$ cat src/common/icache_pkg.sv
`default_nettype none

package icache_pkg;

	// associativity of the cache
	localparam int WAYS = 4;

	// byte offset inside a line, 16 bytes per line
	localparam int OFFSET_W = 4;

	// line and instruction geometry
	localparam int LINE_W = 128;
	localparam int WORD_W = 32;
	localparam int WORDS_PER_LINE = LINE_W / WORD_W;

	// bits of the offset that pick a word within the line
	localparam int WORD_SEL_W = $clog2(WORDS_PER_LINE);

	// one bit per way, used one-hot for hits, enables and the victim
	typedef logic [WAYS-1:0] way_t;

	// a whole cache line as it comes from memory
	typedef logic [LINE_W-1:0] line_t;

	// no way selected
	localparam way_t WAY_NONE = '0;

	// one-hot encodings of the single ways
	localparam way_t WAY0 = way_t'(1) << 0;
	localparam way_t WAY1 = way_t'(1) << 1;
	localparam way_t WAY2 = way_t'(1) << 2;
	localparam way_t WAY3 = way_t'(1) << 3;

	// first victim after reset
	localparam way_t VICTIM_INIT = WAY0;

endpackage

`default_nettype wire
$ cat src/icache/icache_word_select.sv
`timescale 1ns/10ps
`default_nettype none

module icache_word_select
	import icache_pkg::*;
(
	input  wire logic                clk,
	input  wire logic                rst,
	input  wire logic [OFFSET_W-1:0] offset,
	input  wire logic                valid,
	input  wire logic                flush,
	input  wire way_t                way_hit,
	input  wire line_t [WAYS-1:0]    way_lines,
	input  wire line_t               mem_line,
	output logic [WORD_W-1:0]        inst,
	output logic                     ready,
	output logic                     hit
);

	// state of the access in flight
	way_t                  way_hit_q;
	line_t                 mem_line_q;
	logic [WORD_SEL_W-1:0] word_q;

	// line chosen from the ways or from memory
	line_t sel_line;

	// control registers, flush drops the access in flight
	always_ff @(posedge clk) begin
		if (rst || flush) begin
			way_hit_q <= WAY_NONE;
			ready     <= 1'b0;
			hit       <= 1'b0;
		end else begin
			way_hit_q <= way_hit;
			ready     <= valid;
			// a match on an idle cycle is not a hit
			hit       <= valid && (way_hit != WAY_NONE);
		end
	end

	// fill line and word index, cleared together with the control
	always_ff @(posedge clk) begin
		if (flush) begin
			mem_line_q <= '0;
			word_q     <= '0;
		end else begin
			mem_line_q <= mem_line;
			word_q     <= offset[OFFSET_W-1 -: WORD_SEL_W];
		end
	end

	// one-hot mux over the ways, memory line on a miss
	always_comb begin
		sel_line = '0;
		for (int w = 0; w < WAYS; w++) begin
			if (way_hit_q[w]) begin
				sel_line = sel_line | way_lines[w];
			end
		end
		if (way_hit_q == WAY_NONE) begin
			sel_line = mem_line_q;
		end
	end

	// word within the line
	assign inst = sel_line[word_q*WORD_W +: WORD_W];

endmodule

`default_nettype wire

$ cat config.mk
export PLATFORM = sky130hd
export DESIGN_NAME = icache_word_select
export DESIGN_NICKNAME = d
export VERILOG_FILES = /design/src/common/icache_pkg.sv /design/src/icache/icache_word_select.sv
export SDC_FILE = /design/constraint.sdc
export NUM_CORES = 1
export LEC_CHECK = 0
export ABC_AREA = 1
export BUFFER_PORTS_ARGS = -buffer_cell sky130_fd_sc_hd__buf_2
export CORE_AREA = 2 2 264 266
export DETAILED_ROUTE_END_ITERATION = 10
export DIE_AREA = 0 0 266 268
export GPL_TIMING_DRIVEN = 0
export PLACE_DENSITY = 0.48
export SYNTH_ARGS = -nofsm -noshare
export SYNTH_HDL_FRONTEND = slang
export SYNTH_SLANG_ARGS = --single-unit
$ cat constraint.sdc
create_clock -name clk -period 2 [get_ports clk]
set_input_delay 0.4 -clock clk [delete_from_list [all_inputs] [get_ports clk]]
set_output_delay 0.4 -clock clk [all_outputs]
set_load 0.1 [all_outputs]
* Word-level counts from Yosys, hierarchy flattened
Cells that the tools add are included. Widths: inputs -> output; s select.
Storage, ports and cells: flip-flop bits (word level) 136
Cells by class: mux-type cells 5, shifts and indexed selects 1, bitwise gates (word level) 3, reductions and logical operators 4
Operator list (number):
- $mux 128 | 5
- $or 128x128->128 | 3
- $shiftx 128x8->32 | 1
- $logic_not 4->1 | 1
- $reduce_bool 4->1 | 1
- $logic_and 1x1->1 | 1
- $logic_or 1x1->1 | 1

* Longest topological paths before layout
Gate-level depths: netlist of the first run.
word-level depth 9, gate-level depth with buffers 10

* Worst setup path after synthesis of the first run
No wires, ideal clock.
kind register -> output, start point register way_hit_q[1], end point output inst[11], cell stages (with the launch flop) 10, data arrival time 1.679 ns, path slack -0.079 ns, path buffers 2, cell sequence dfxtp_1 > nor2_4 > buf_8 > buf_6 > nand3_1 > nand2_1 > nand2_1 > nand2_1 > nand2_1 > nand2_1
On the way: longest elaborated chain between the ends 7, elaborated cells between the ends (all ways) 8, those cells by class shift: 1; mux: 4; bitwise: 2; reduce/logical: 1
Ends and longest elaborated chain:
- start: declaration | line icache_word_select.sv:21 | way_t way_hit_q;
- start signal: assignment | line icache_word_select.sv:35 | way_hit_q <= way_hit;
- $mux 128 | line icache_word_select.sv:57 | if (way_hit_q[w]) begin
- $or 128x128->128 | line icache_word_select.sv:58 | sel_line = sel_line | way_lines[w];
- $mux 128 | line icache_word_select.sv:57
- $or 128x128->128 | line icache_word_select.sv:58
- $mux 128 | line icache_word_select.sv:57
- $mux 128 * | line icache_word_select.sv:61 | if (way_hit_q == WAY_NONE) begin
- $shiftx 128x8->32 * | line icache_word_select.sv:67 | assign inst = sel_line[word_q*WORD_W +: WORD_W];
- end: declaration | line icache_word_select.sv:15 | output logic [WORD_W-1:0] inst,
Every way passes the cells marked *; elsewhere a longest branch is shown, timed or not.

* Final worst setup path of the first run
start point register way_hit_q[2], end point output inst[15]
On the way: longest elaborated chain between the ends 5, elaborated cells between the ends (all ways) 6, those cells by class shift: 1; mux: 3; bitwise: 1; reduce/logical: 1
Ends and longest elaborated chain (line):
- $mux 128 | icache_word_select.sv:57
- $or 128x128->128 | icache_word_select.sv:58
- $mux 128 | icache_word_select.sv:57
- $mux 128 * | icache_word_select.sv:61
- $shiftx 128x8->32 * | icache_word_select.sv:67
Marked as above.

==> results of run 1 <==
flip-flops by register name (all words and copies together) (netlist names):
register    flops
word_q          2
mem_line_q    128
hit             1
ready           1
way_hit_q       4
power groups by stage:
stage	registers [uW]	logic, uW	clock network [uW]
after floorplan	2950	1860	0
after detailed placement	2960	3410	0
final	2910	4290	3460
after CTS	2900	4010	3600
after global routing	2920	4610	3700
after global placement	2960	3400	0
worst max-delay path, delay by kind of cell (launching register included):
| kind | cells | cell delay, ns |
|---|---|---|
| AND/OR/NAND/NOR | 8 | 0.77 |
| flip-flops | 1 | 0.40 |
| buffers and inverters | 3 | 0.51 |
routing by layer:
layer  vias up  share of wire
met3        71          0.054
met1      6334           0.43
met2       534           0.49
li1       7308              -
met4        12          0.025
met5         -         0.0010
stage by stage:
stage          cells  area [sq um]  total power, uW
6_report        3604         17910            10660
3_5_place_dp    3537         14770             6368
2_1_floorplan   1973         10260             4817
3_3_place_gp    3537         14770             6356
5_1_grt         3601         17900            11220
4_1_cts         3582         16790            10520
Yosys cell counts, types with 8 or more instances:
library cell	number	area, sq um
clkbuf_1	10	37.54
inv_1	136	510.5
buf_4	8	60.06
nor2_1	264	991.0
dfxtp_1	136	2723
nand2_1	1184	4444
buf_2	52	260.3
buf_1	12	45.04
buf_6	37	416.7
nand3_1	128	640.6
what timing repair did:
item / in CTS / in global routing
gates cloned: 2 / 17
setup endpoints to repair: 32 / 32
resized for setup: 355 / 194
setup buffers: 13 / 5
pin swaps: 15 / 57
cell type report:
cell class	instances	area share
multi-input cells	1580	0.3862
well taps	882	0.06162
clock inverters	12	0.008384
clock buffers	19	0.02529
inverters	137	0.02885
diodes	4	0.0005589
repair buffers	718	0.2571
plain buffers	116	0.07916
flip-flops and latches	136	0.1529
path summary, 6_finish.rpt:
| check | end | cells past startpoint | from |
|---|---|---|---|
| hold / removal | mem_line_q[115] | 3 | mem_line[115] |
| setup / recovery | inst[15] | 11 | way_hit_q[2] |
cells in the final DEF, fill, tap and decap left out, drive strengths merged:
cell type and instances:
nor4 1, buf 808, nand2 1184, or2 1
inv 138, bufinv 3, nand3 128, diode 4
clkinvlp 3, clkbuf 45, nor2 265, clkinv 5
nor3 1, dfxtp 136
kinds of logic after synthesis:
| family | count (synthesis) | synth area share |
|---|---|---|
| and+or+nand+nor | 1580 | 0.5999 |
| buffers and inverters | 257 | 0.1325 |
| DFF | 136 | 0.2676 |
==> results.md, run 1 <==
* Drt total wl at between 70000 and 80000 microns
* Status: finished with violations
* Slowest cell on the critical path: dfxtp_4
* Top FF cell, synth: dfxtp_1
* Area used by multi-input combinational logic at 6915 sq um
* Int Power at 6563 uW
* Sw Pwr at 4096 uW
* EDFF count, synth at 0
* Num CTS Buffers at 17
* Pwr dens at 595.2 nW/um^2
* Warnings from Yosys at 0
* Maximum vdd ir drop at 0.0005644 V
* CTS sink count at approximately 140
* GRT busiest layer: met2
* HPWL Detailed at 59400 microns
* Tcrit/Tclk final at 1.301
* Post-CTS Hold Buffers at 0
* Met3 GRT Util at 0.03995
* Largest net degree at the start of global routing at 17
* Clk pwr share at 0.325
* WL/cell at 20.85 microns
* CORE AREA at 68230 sq um
* CTS tree: built
* Pre-CTS worst setup slack at -1.212 ns
* CP max FO at 10
* Crit path capture type: primary output
* Fraction of layout cells with a size suffix above 1 at 0.3933
* Combinational Power Share at 0.403
* Sequential share of power at 0.273
* CP Launch Type: register
* Asr flop ratio synth at 0
* Port bufs at ~680
* Yosys cell types at 16
* Final number of setup-violating endpoints at 32
* Hold/Removal Path Class: input port to register
* Fin util at 0.2625
* Via count at 14.26k
* I/O pin count at 686
* Fin. max-slew vios at 0
* Clock transition at the registers of the reported paths at ~0.07 ns
* Met1 Track Usage GR at 0.2388
* Total GRT Usage at 0.1986
* Crit path DAT at 2.20 ns
* Initial core utilization at 0.1492
* Area grow syn2layout at 75.99%
* Row cnt at 96
* Slowest stage delay, CP at around 0.40 ns
* CP Cell Sequence: buf_12 -> buf_12 -> nand2_1 -> nand2_4 -> nor2_1 -> nand2_1 -> nand2_1 -> nand2_4 -> nand2_4 -> nand2_2 -> buf_12
* Post-synthesis sequential area ratio at 0.2676
* Crit path time final at 2.603 ns
* Final ANT Viol Nets at 0
* Clock Tree Buf Depth at 2
* Sw Share at 0.3843
* Worst slew margin at 0.2658
* Layout net count at 3358
* Iteration-0 DRC count of the detailed router at between 600 and 700
* Post-DR vias/cell at around 4.0
* Actual slew at the worst max-slew pin at 1.101 ns
* H-tree Lvls at 4
* Setup_tns at -17.23 ns
* Initial antenna violation count at 17
* Leak pwr at 0.01044 uW
* Synth Instances at 1973
* Post-synthesis net count at between 2k and 3k
* GRT overflow at 0
* Setup ws final at -0.6026 ns
* Die height at 268 microns
* Die Wd at about 270 microns
* CP required at 1.60 ns
* Detailed Routing Iterations Pass 1 at 6
* # Max-Cap Violations at 0
* Setup Crit Path Kind: register to primary output
* Fmax at 0.3842 GHz
* #FFs+latches synth at 136
* Fillers at 7947
* GR Util met2 at 0.3550
* Final Hold Fails at 0
* DRC at 0
* Cell at the root of the clock tree: clkbuf_16
* Hold Slack at 0.1140 ns
* Vias in the first global route at 13.70k
* Avg Inst Size Synth at 5.158 sq um
* RSZ-0062 raised after global routing: true
* Storage element area at 2738 sq um
* Die area at 71290 sq um
* GPL Wtd Cong at between 0.8 and 0.9
* First-pass GRT wire length at 96700 microns
* Failing checks: negative setup slack
* Syn Std Cell Area at 10180 sq um
(Power assumes the default switching activity.)
==> run 2, diff against run 1 <==
--- a/config.mk
+++ b/config.mk
@@ -7,11 +7,11 @@
 export LEC_CHECK = 0
 export ABC_AREA = 1
 export BUFFER_PORTS_ARGS = -buffer_cell sky130_fd_sc_hd__buf_2
-export CORE_AREA = 2 2 264 266
+export CORE_AREA = 2 2 269 271
 export DETAILED_ROUTE_END_ITERATION = 10
-export DIE_AREA = 0 0 266 268
+export DIE_AREA = 0 0 271 273
 export GPL_TIMING_DRIVEN = 0
-export PLACE_DENSITY = 0.48
+export PLACE_DENSITY = 0.47
 export SYNTH_ARGS = -nofsm -noshare
 export SYNTH_HDL_FRONTEND = slang
 export SYNTH_SLANG_ARGS = --single-unit
==> run 2 against run 1 <==
  * The run still ends with negative setup slack left
  * Sequential power about the same
  * Final cell count up 1.8%
  * Via count fell by 0.47%
  * Power grew 0.18%
  * Maximum frequency down 0.16%
  * Routed wire length is 0.30% higher
  * Hold slack improved by 0.00077 ns
  * Non-clock buffer count decreased by 3
  * Sequential share of layout area hardly changed
  * Critical path type unchanged
==> results.md, run 2 (same netlist as run 1, synthesis figures left out) <==
* Fmax at 0.3836 GHz (-0.16%)
* Maximum vdd ir drop at 0.0005539 V (-1.9%)
* Fraction of layout cells with a size suffix above 1 at 0.3987 (+0.005444)
* Setup Crit Path Kind: register to primary output
* Status: finished with violations
* Met2 wire len at 37830 microns (+2.7%)
* WL met1 at 32420 microns (+0.25%)
* Top flop regs: mem_line_q: 128 flops, way_hit_q: 4 flops, word_q: 2 flops
* Largest net degree at the start of global routing at 17 (unchanged)
* CP max FO at 5 (-5)
* GRT overflow at 0 (unchanged)
* Via count at 14.19k (-0.47%)
* Area grow syn2layout at 76.20%
* Hold/Removal Path Class: input port to register
* Drt total wl at 75380 microns (+0.30%)
* Actual slew at the worst max-slew pin at 1.020 ns (-0.08131 ns)
* Leak pwr at 0.01038 uW (-0.64%)
* Fin. max-slew vios at 0 (unchanged)
* Hold path start: mem_line[9]
* Most flop-heavy register: mem_line_q
* Crit path time final at 2.607 ns (+0.004064 ns)
* CTS tree: built
* Layout net count at 3355 (-0.089%)
* Total GRT Usage at 0.1979 (-0.0007244)
* Final number of setup-violating endpoints at 32 (unchanged)
* Pwr dens at 595.5 nW/um^2 (about the same)
* Num CTS Buffers at 17 (unchanged)
* CP required at 1.60 ns (about the same)
* Crit path DAT at 2.21 ns (about the same)
* Clock Tree Buf Depth at 2 (unchanged)
* Die height at 273 microns (+1.9%)
* Setup ws final at -0.6066 ns (-0.004064 ns)
* Failing checks: negative setup slack
* CORE AREA at 71000 sq um (+4.1%)
* Commonest cells after routing, fill and taps aside: nand2_1, buf_2, nor2_1
* Initial antenna violation count at 18 (+1)
* Worst slew margin at 0.3200 (+0.05421)
* Final Hold Fails at 0 (unchanged)
* RSZ-0062 raised after global routing: true
* Hold path depth at 3 (unchanged)
* Row cnt at 98 (+2.1%)
* Die area at 73980 sq um (+3.8%)
* Top layer in use: met5
* Total power at 10680 uW (+0.18%)
* I/O pin count at 686 (unchanged)
* CTS sink count at 136 (unchanged)
* Die Wd at 271 microns (+1.9%)
* Port bufs at 682 (unchanged)
* Post-CTS Hold Buffers at 0 (unchanged)
* Vias in the first global route at 14.06k (+2.6%)
* Tcrit/Tclk final at 1.303 (+0.002032)
* Met3 routed WL at 3632 microns (-9.7%)
* Iteration-0 DRC count of the detailed router at 585 (-10%)
* WL/cell at 20.55 microns (-1.5%)
* Post-DR vias/cell at 3.869 (-2.2%)
* Initial core utilization at 0.1433 (-0.005820)
* H-tree Lvls at 4 (unchanged)
* Final ANT Viol Nets at 0 (unchanged)
* Hold EP: mem_line_q[9]
* CP Launch Type: register
* HPWL Detailed at 60380 microns (+1.7%)
* Clock transition at the registers of the reported paths at 0.07 ns (about the same)
* Hold Slack at 0.1148 ns (+0.0007660 ns)
* # Max-Cap Violations at 0 (unchanged)
* Cell at the root of the clock tree: clkbuf_16
* First-pass GRT wire length at 101300 microns (+4.8%)
* Crit path capture type: primary output
* Detailed Routing Iterations Pass 1 at 5 (-1)
* DRC at 0 (unchanged)
* Most common cell after layout, fill and taps aside: nand2_1
* GPL Wtd Cong at 0.8684 (-1.5%)
* Max FFs per register at 128 (unchanged)
## run 2: how the worst max path moves through the flow
stage	slack, ns	endpoint	startpoint
final	-0.61	inst[9]	way_hit_q[0]
after detailed placement	-1.29	inst[26]	way_hit_q[0]
after global placement	-1.30	inst[26]	way_hit_q[0]
after floorplan	0.17	inst[11]	way_hit_q[1]
after CTS	-0.69	inst[20]	way_hit_q[3]
after global routing	-0.75	inst[15]	way_hit_q[0]
## run 2: power breakdown
group	switching, uW	total (uW)	leakage (uW)	internal [uW]
combinational	2580	4260	0.00895	1680
clock	1450	3510	0.000294	2070
sequential	58.6	2910	0.00114	2850
## run 2: area by class of cell
| cell class | instances | area (sq um) |
|---|---|---|
| buffer | 116 | 1386 |
| tap | 950 | 1189 |
| multi-input combinational | 1580 | 6985 |
| antenna | 2 | 5.005 |
| timing repair buffer | 715 | 4492 |
| clock buffer | 23 | 478.0 |
| sequential | 136 | 2738 |
| clock inverter | 9 | 140.1 |
| fill | 8226 | 53070 |
| inverter | 137 | 516.7 |
## run 2: critical path, stage by stage, from the launching register on
cell and delay (ns):
dfxtp_4 0.38, nor2_4 0.20, buf_12 0.18, buf_12 0.15
buf_8 0.12, nand3_1 0.06, nand2_1 0.10, nand2_1 0.07
nand2_2 0.11, nand2_2 0.06, nand2_2 0.09, buf_12 0.17
## run 2: per-layer routing
metal  vias up  global-route usage
met5         -                   0
met4        18             0.04609
met3        78             0.04428
met2       490              0.3594
met1      6298              0.2353
li1       7308                   -
## run 2: through the flow
step                        util  std cells  setup WS (ns)  setup TNS [ns]  area [sq um]
final                     0.2525       3668        -0.6066          -18.41         17930
after global placement    0.2093       3605         -1.305          -68.10         14860
after floorplan                -       1973         0.1730               0         10260
after CTS                 0.2441       3659        -0.6854          -20.50         17330
after detailed placement  0.2093       3605         -1.291          -66.65         14860
after global routing      0.2525       3668        -0.7502          -22.63         17930
## run 2: timing repair
item                                    in CTS  in global routing
setup buffers                               21                  3
endpoints found under the setup margin      32                 32
pin swaps                                   41                 88
cloned                                       6                  7
gates resized for setup                    447                121
==> run 3, diff against run 2 <==
--- a/config.mk
+++ b/config.mk
@@ -8,6 +8,7 @@
 export ABC_AREA = 1
 export BUFFER_PORTS_ARGS = -buffer_cell sky130_fd_sc_hd__buf_2
 export CORE_AREA = 2 2 269 271
+export CTS_BUF_LIST = sky130_fd_sc_hd__clkbuf_8 sky130_fd_sc_hd__clkbuf_16
 export DETAILED_ROUTE_END_ITERATION = 10
 export DIE_AREA = 0 0 271 273
 export GPL_TIMING_DRIVEN = 0
==> run 3 against run 2 <==
  * Critical path depth is the same
  * Largest power group unchanged
  * Clock power is essentially flat
  * Flip-flop and latch count is the same
  * Largest cell class unchanged
  * Die area is the same
  * Routed wire length is essentially flat
  * Sequential power is essentially flat
  * Non-clock buffer count is the same
  * Global-route usage is the same
  * Utilization is the same
  * The run still ends with negative setup slack left
  * Final cell count is the same
  * Via count shrank 0.12%
  * First-iteration DRC count grew 0.68%
==> results.md, run 3 (same netlist as run 1, synthesis figures left out) <==
* Status: finished with violations
* Failing checks: negative setup slack
* Fin util at 0.2525 (unchanged)
* Die area at 73980 sq um (unchanged)
* Met3 GRT Util at 0.04428 (unchanged)
* CORE AREA at 71000 sq um (unchanged)
* Die height at 273 microns (unchanged)
* Die Wd at 271 microns (unchanged)
* Drt total wl at 75370 microns (about the same)
* Detailed Routing Iterations Pass 1 at 6 (+1)
* Clock Tree Buf Depth at 2 (unchanged)
* Most common cell after layout, fill and taps aside: nand2_1
* Commonest cells after routing, fill and taps aside: nand2_1, buf_2, nor2_1
* GR Util met2 at 0.3594 (unchanged)
* H-tree Lvls at 4 (unchanged)
* Maximum vdd ir drop at 0.0005542 V (about the same)
* Clock transition at the registers of the reported paths at 0.07 ns (about the same)
* Vias in the first global route at 14.06k (unchanged)
* Fmax at 0.3832 GHz (-0.11%)
* Hold EP: mem_line_q[9]
* HPWL Detailed at 60380 microns (unchanged)
* Pwr dens at 594.7 nW/um^2 (-0.14%)
* Area used by multi-input combinational logic at 6985 sq um (unchanged)
* Max FFs per register at 128 (unchanged)
* Tcrit/Tclk final at 1.305 (+0.001404)
* First-pass GRT wire length at 101300 microns (unchanged)
* CP Launch Type: register
* GRT busiest layer: met2
* # Max-Cap Violations at 0 (unchanged)
* Layout net count at 3355 (unchanged)
* Largest net degree at the start of global routing at 17 (unchanged)
* I/O pin count at 686 (unchanged)
* Fraction of layout cells with a size suffix above 1 at 0.3987 (unchanged)
* Post-CTS Hold Buffers at 0 (unchanged)
* Top flop regs: mem_line_q: 128 flops, way_hit_q: 4 flops, word_q: 2 flops
* Hold/Removal Path Class: input port to register
* Final Hold Fails at 0 (unchanged)
* Storage element area at 2738 sq um (unchanged)
* WL/cell at 20.55 microns (about the same)
* Fillers at 8226 (unchanged)
* Leak pwr at 0.01039 uW (+0.12%)
* Actual slew at the worst max-slew pin at 1.020 ns (+0.0002584 ns)
* Most flop-heavy register: mem_line_q
* Hold path start: mem_line[9]
* Initial core utilization at 0.1433 (unchanged)
* Crit path DAT at 2.21 ns (about the same)
* Met1 Track Usage GR at 0.2353 (unchanged)
* GPL Wtd Cong at 0.8684 (unchanged)
* Final number of setup-violating endpoints at 32 (unchanged)
* Num CTS Buffers at 17 (unchanged)
* Area grow syn2layout at 76.20% (unchanged)
* Setup Crit Path Kind: register to primary output
* Setup_tns at -18.42 ns (-0.004900 ns)
* Total GRT Usage at 0.1979 (unchanged)
* Hold path depth at 3 (unchanged)
* DRC at 0 (unchanged)
* GRT overflow at 0 (unchanged)
* CP required at 1.60 ns (about the same)
* Crit path capture type: primary output
* RSZ-0062 raised after global routing: true
* Via count at 14.18k (-0.12%)
* CTS tree: built
* Final ANT Viol Nets at 0 (unchanged)
* Row cnt at 98 (unchanged)
* Port bufs at 682 (unchanged)
* CTS sink count at 136 (unchanged)
* Post-DR vias/cell at 3.865 (-0.12%)
* Iteration-0 DRC count of the detailed router at 589 (+0.68%)
* Cell at the root of the clock tree: clkbuf_16
* Initial antenna violation count at 18 (unchanged)
* Crit path time final at 2.609 ns (+0.002807 ns)
* Worst slew margin at 0.3199 (about the same)
* Fin. max-slew vios at 0 (unchanged)
* Pre-CTS worst setup slack at -1.291 ns (unchanged)
* Setup ws final at -0.6094 ns (-0.002807 ns)
* CP max FO at 5 (unchanged)
## run 3: how the worst max path moves through the flow
stage | from | endpoint | slack, ns | depth (start not counted)
4_1_cts | way_hit_q[3] | inst[20] | -0.69 | 11
5_1_grt | way_hit_q[0] | inst[15] | -0.75 | 11
3_3_place_gp | way_hit_q[0] | inst[26] | -1.30 | 11
2_1_floorplan | way_hit_q[1] | inst[11] | 0.17 | 9
3_5_place_dp | way_hit_q[0] | inst[26] | -1.29 | 11
6_report | way_hit_q[0] | inst[9] | -0.61 | 11
## run 3: power breakdown
part	internal, uW	leakage [uW]	switching [uW]	total (uW)
sequential	2850	0.00114	58.6	2910
combinational	1680	0.00895	2580	4260
clock	2050	0.000307	1450	3500
total	6580	0.0104	4080	10700
## run 3: critical path, stage by stage, from the launching register on
cell and delay [ns]:
dfxtp_4 0.38, nor2_4 0.20, buf_12 0.18, buf_12 0.15, buf_8 0.12, nand3_1 0.06
nand2_1 0.10, nand2_1 0.07, nand2_2 0.11, nand2_2 0.06, nand2_2 0.09, buf_12 0.17
## run 3: final cells by class
cell class | instances | area share
Clock buffer | 20 | 0.02603
Inverter | 137 | 0.02882
Tap cell | 950 | 0.06629
Timing Repair Buffer | 715 | 0.2505
Clock inverter | 12 | 0.008444
Multi-Input combinational cell | 1580 | 0.3896
Buffer | 116 | 0.07732
Antenna cell | 2 | 0.0002791
Sequential cell | 136 | 0.1527
## run 3: repair_timing
action | in CTS | in global routing
endpoints found under the setup margin | 32 | 32
pin swaps | 41 | 88
cloned | 6 | 7
setup buffers | 21 | 3
gates resized for setup | 447 | 121
## run 3: stage by stage
step	cells	hold slack (ns)	total power, uW	cell area [sq um]
finish	3668	0.1145	10660	17930
global route	3668	0.08043	11260	17930
CTS	3659	0.05930	10730	17330
detailed placement	3605	0.6073	6380	14860
global placement	3605	0.6028	6370	14860
floorplan	1973	0.5070	4817	10260
## run 3: per-layer routing
layer	wire [microns]	up-vias
li1	-	7309
met1	32150	6275
met2	37810	495
met3	3913	78
met4	1389	18
met5	103	-
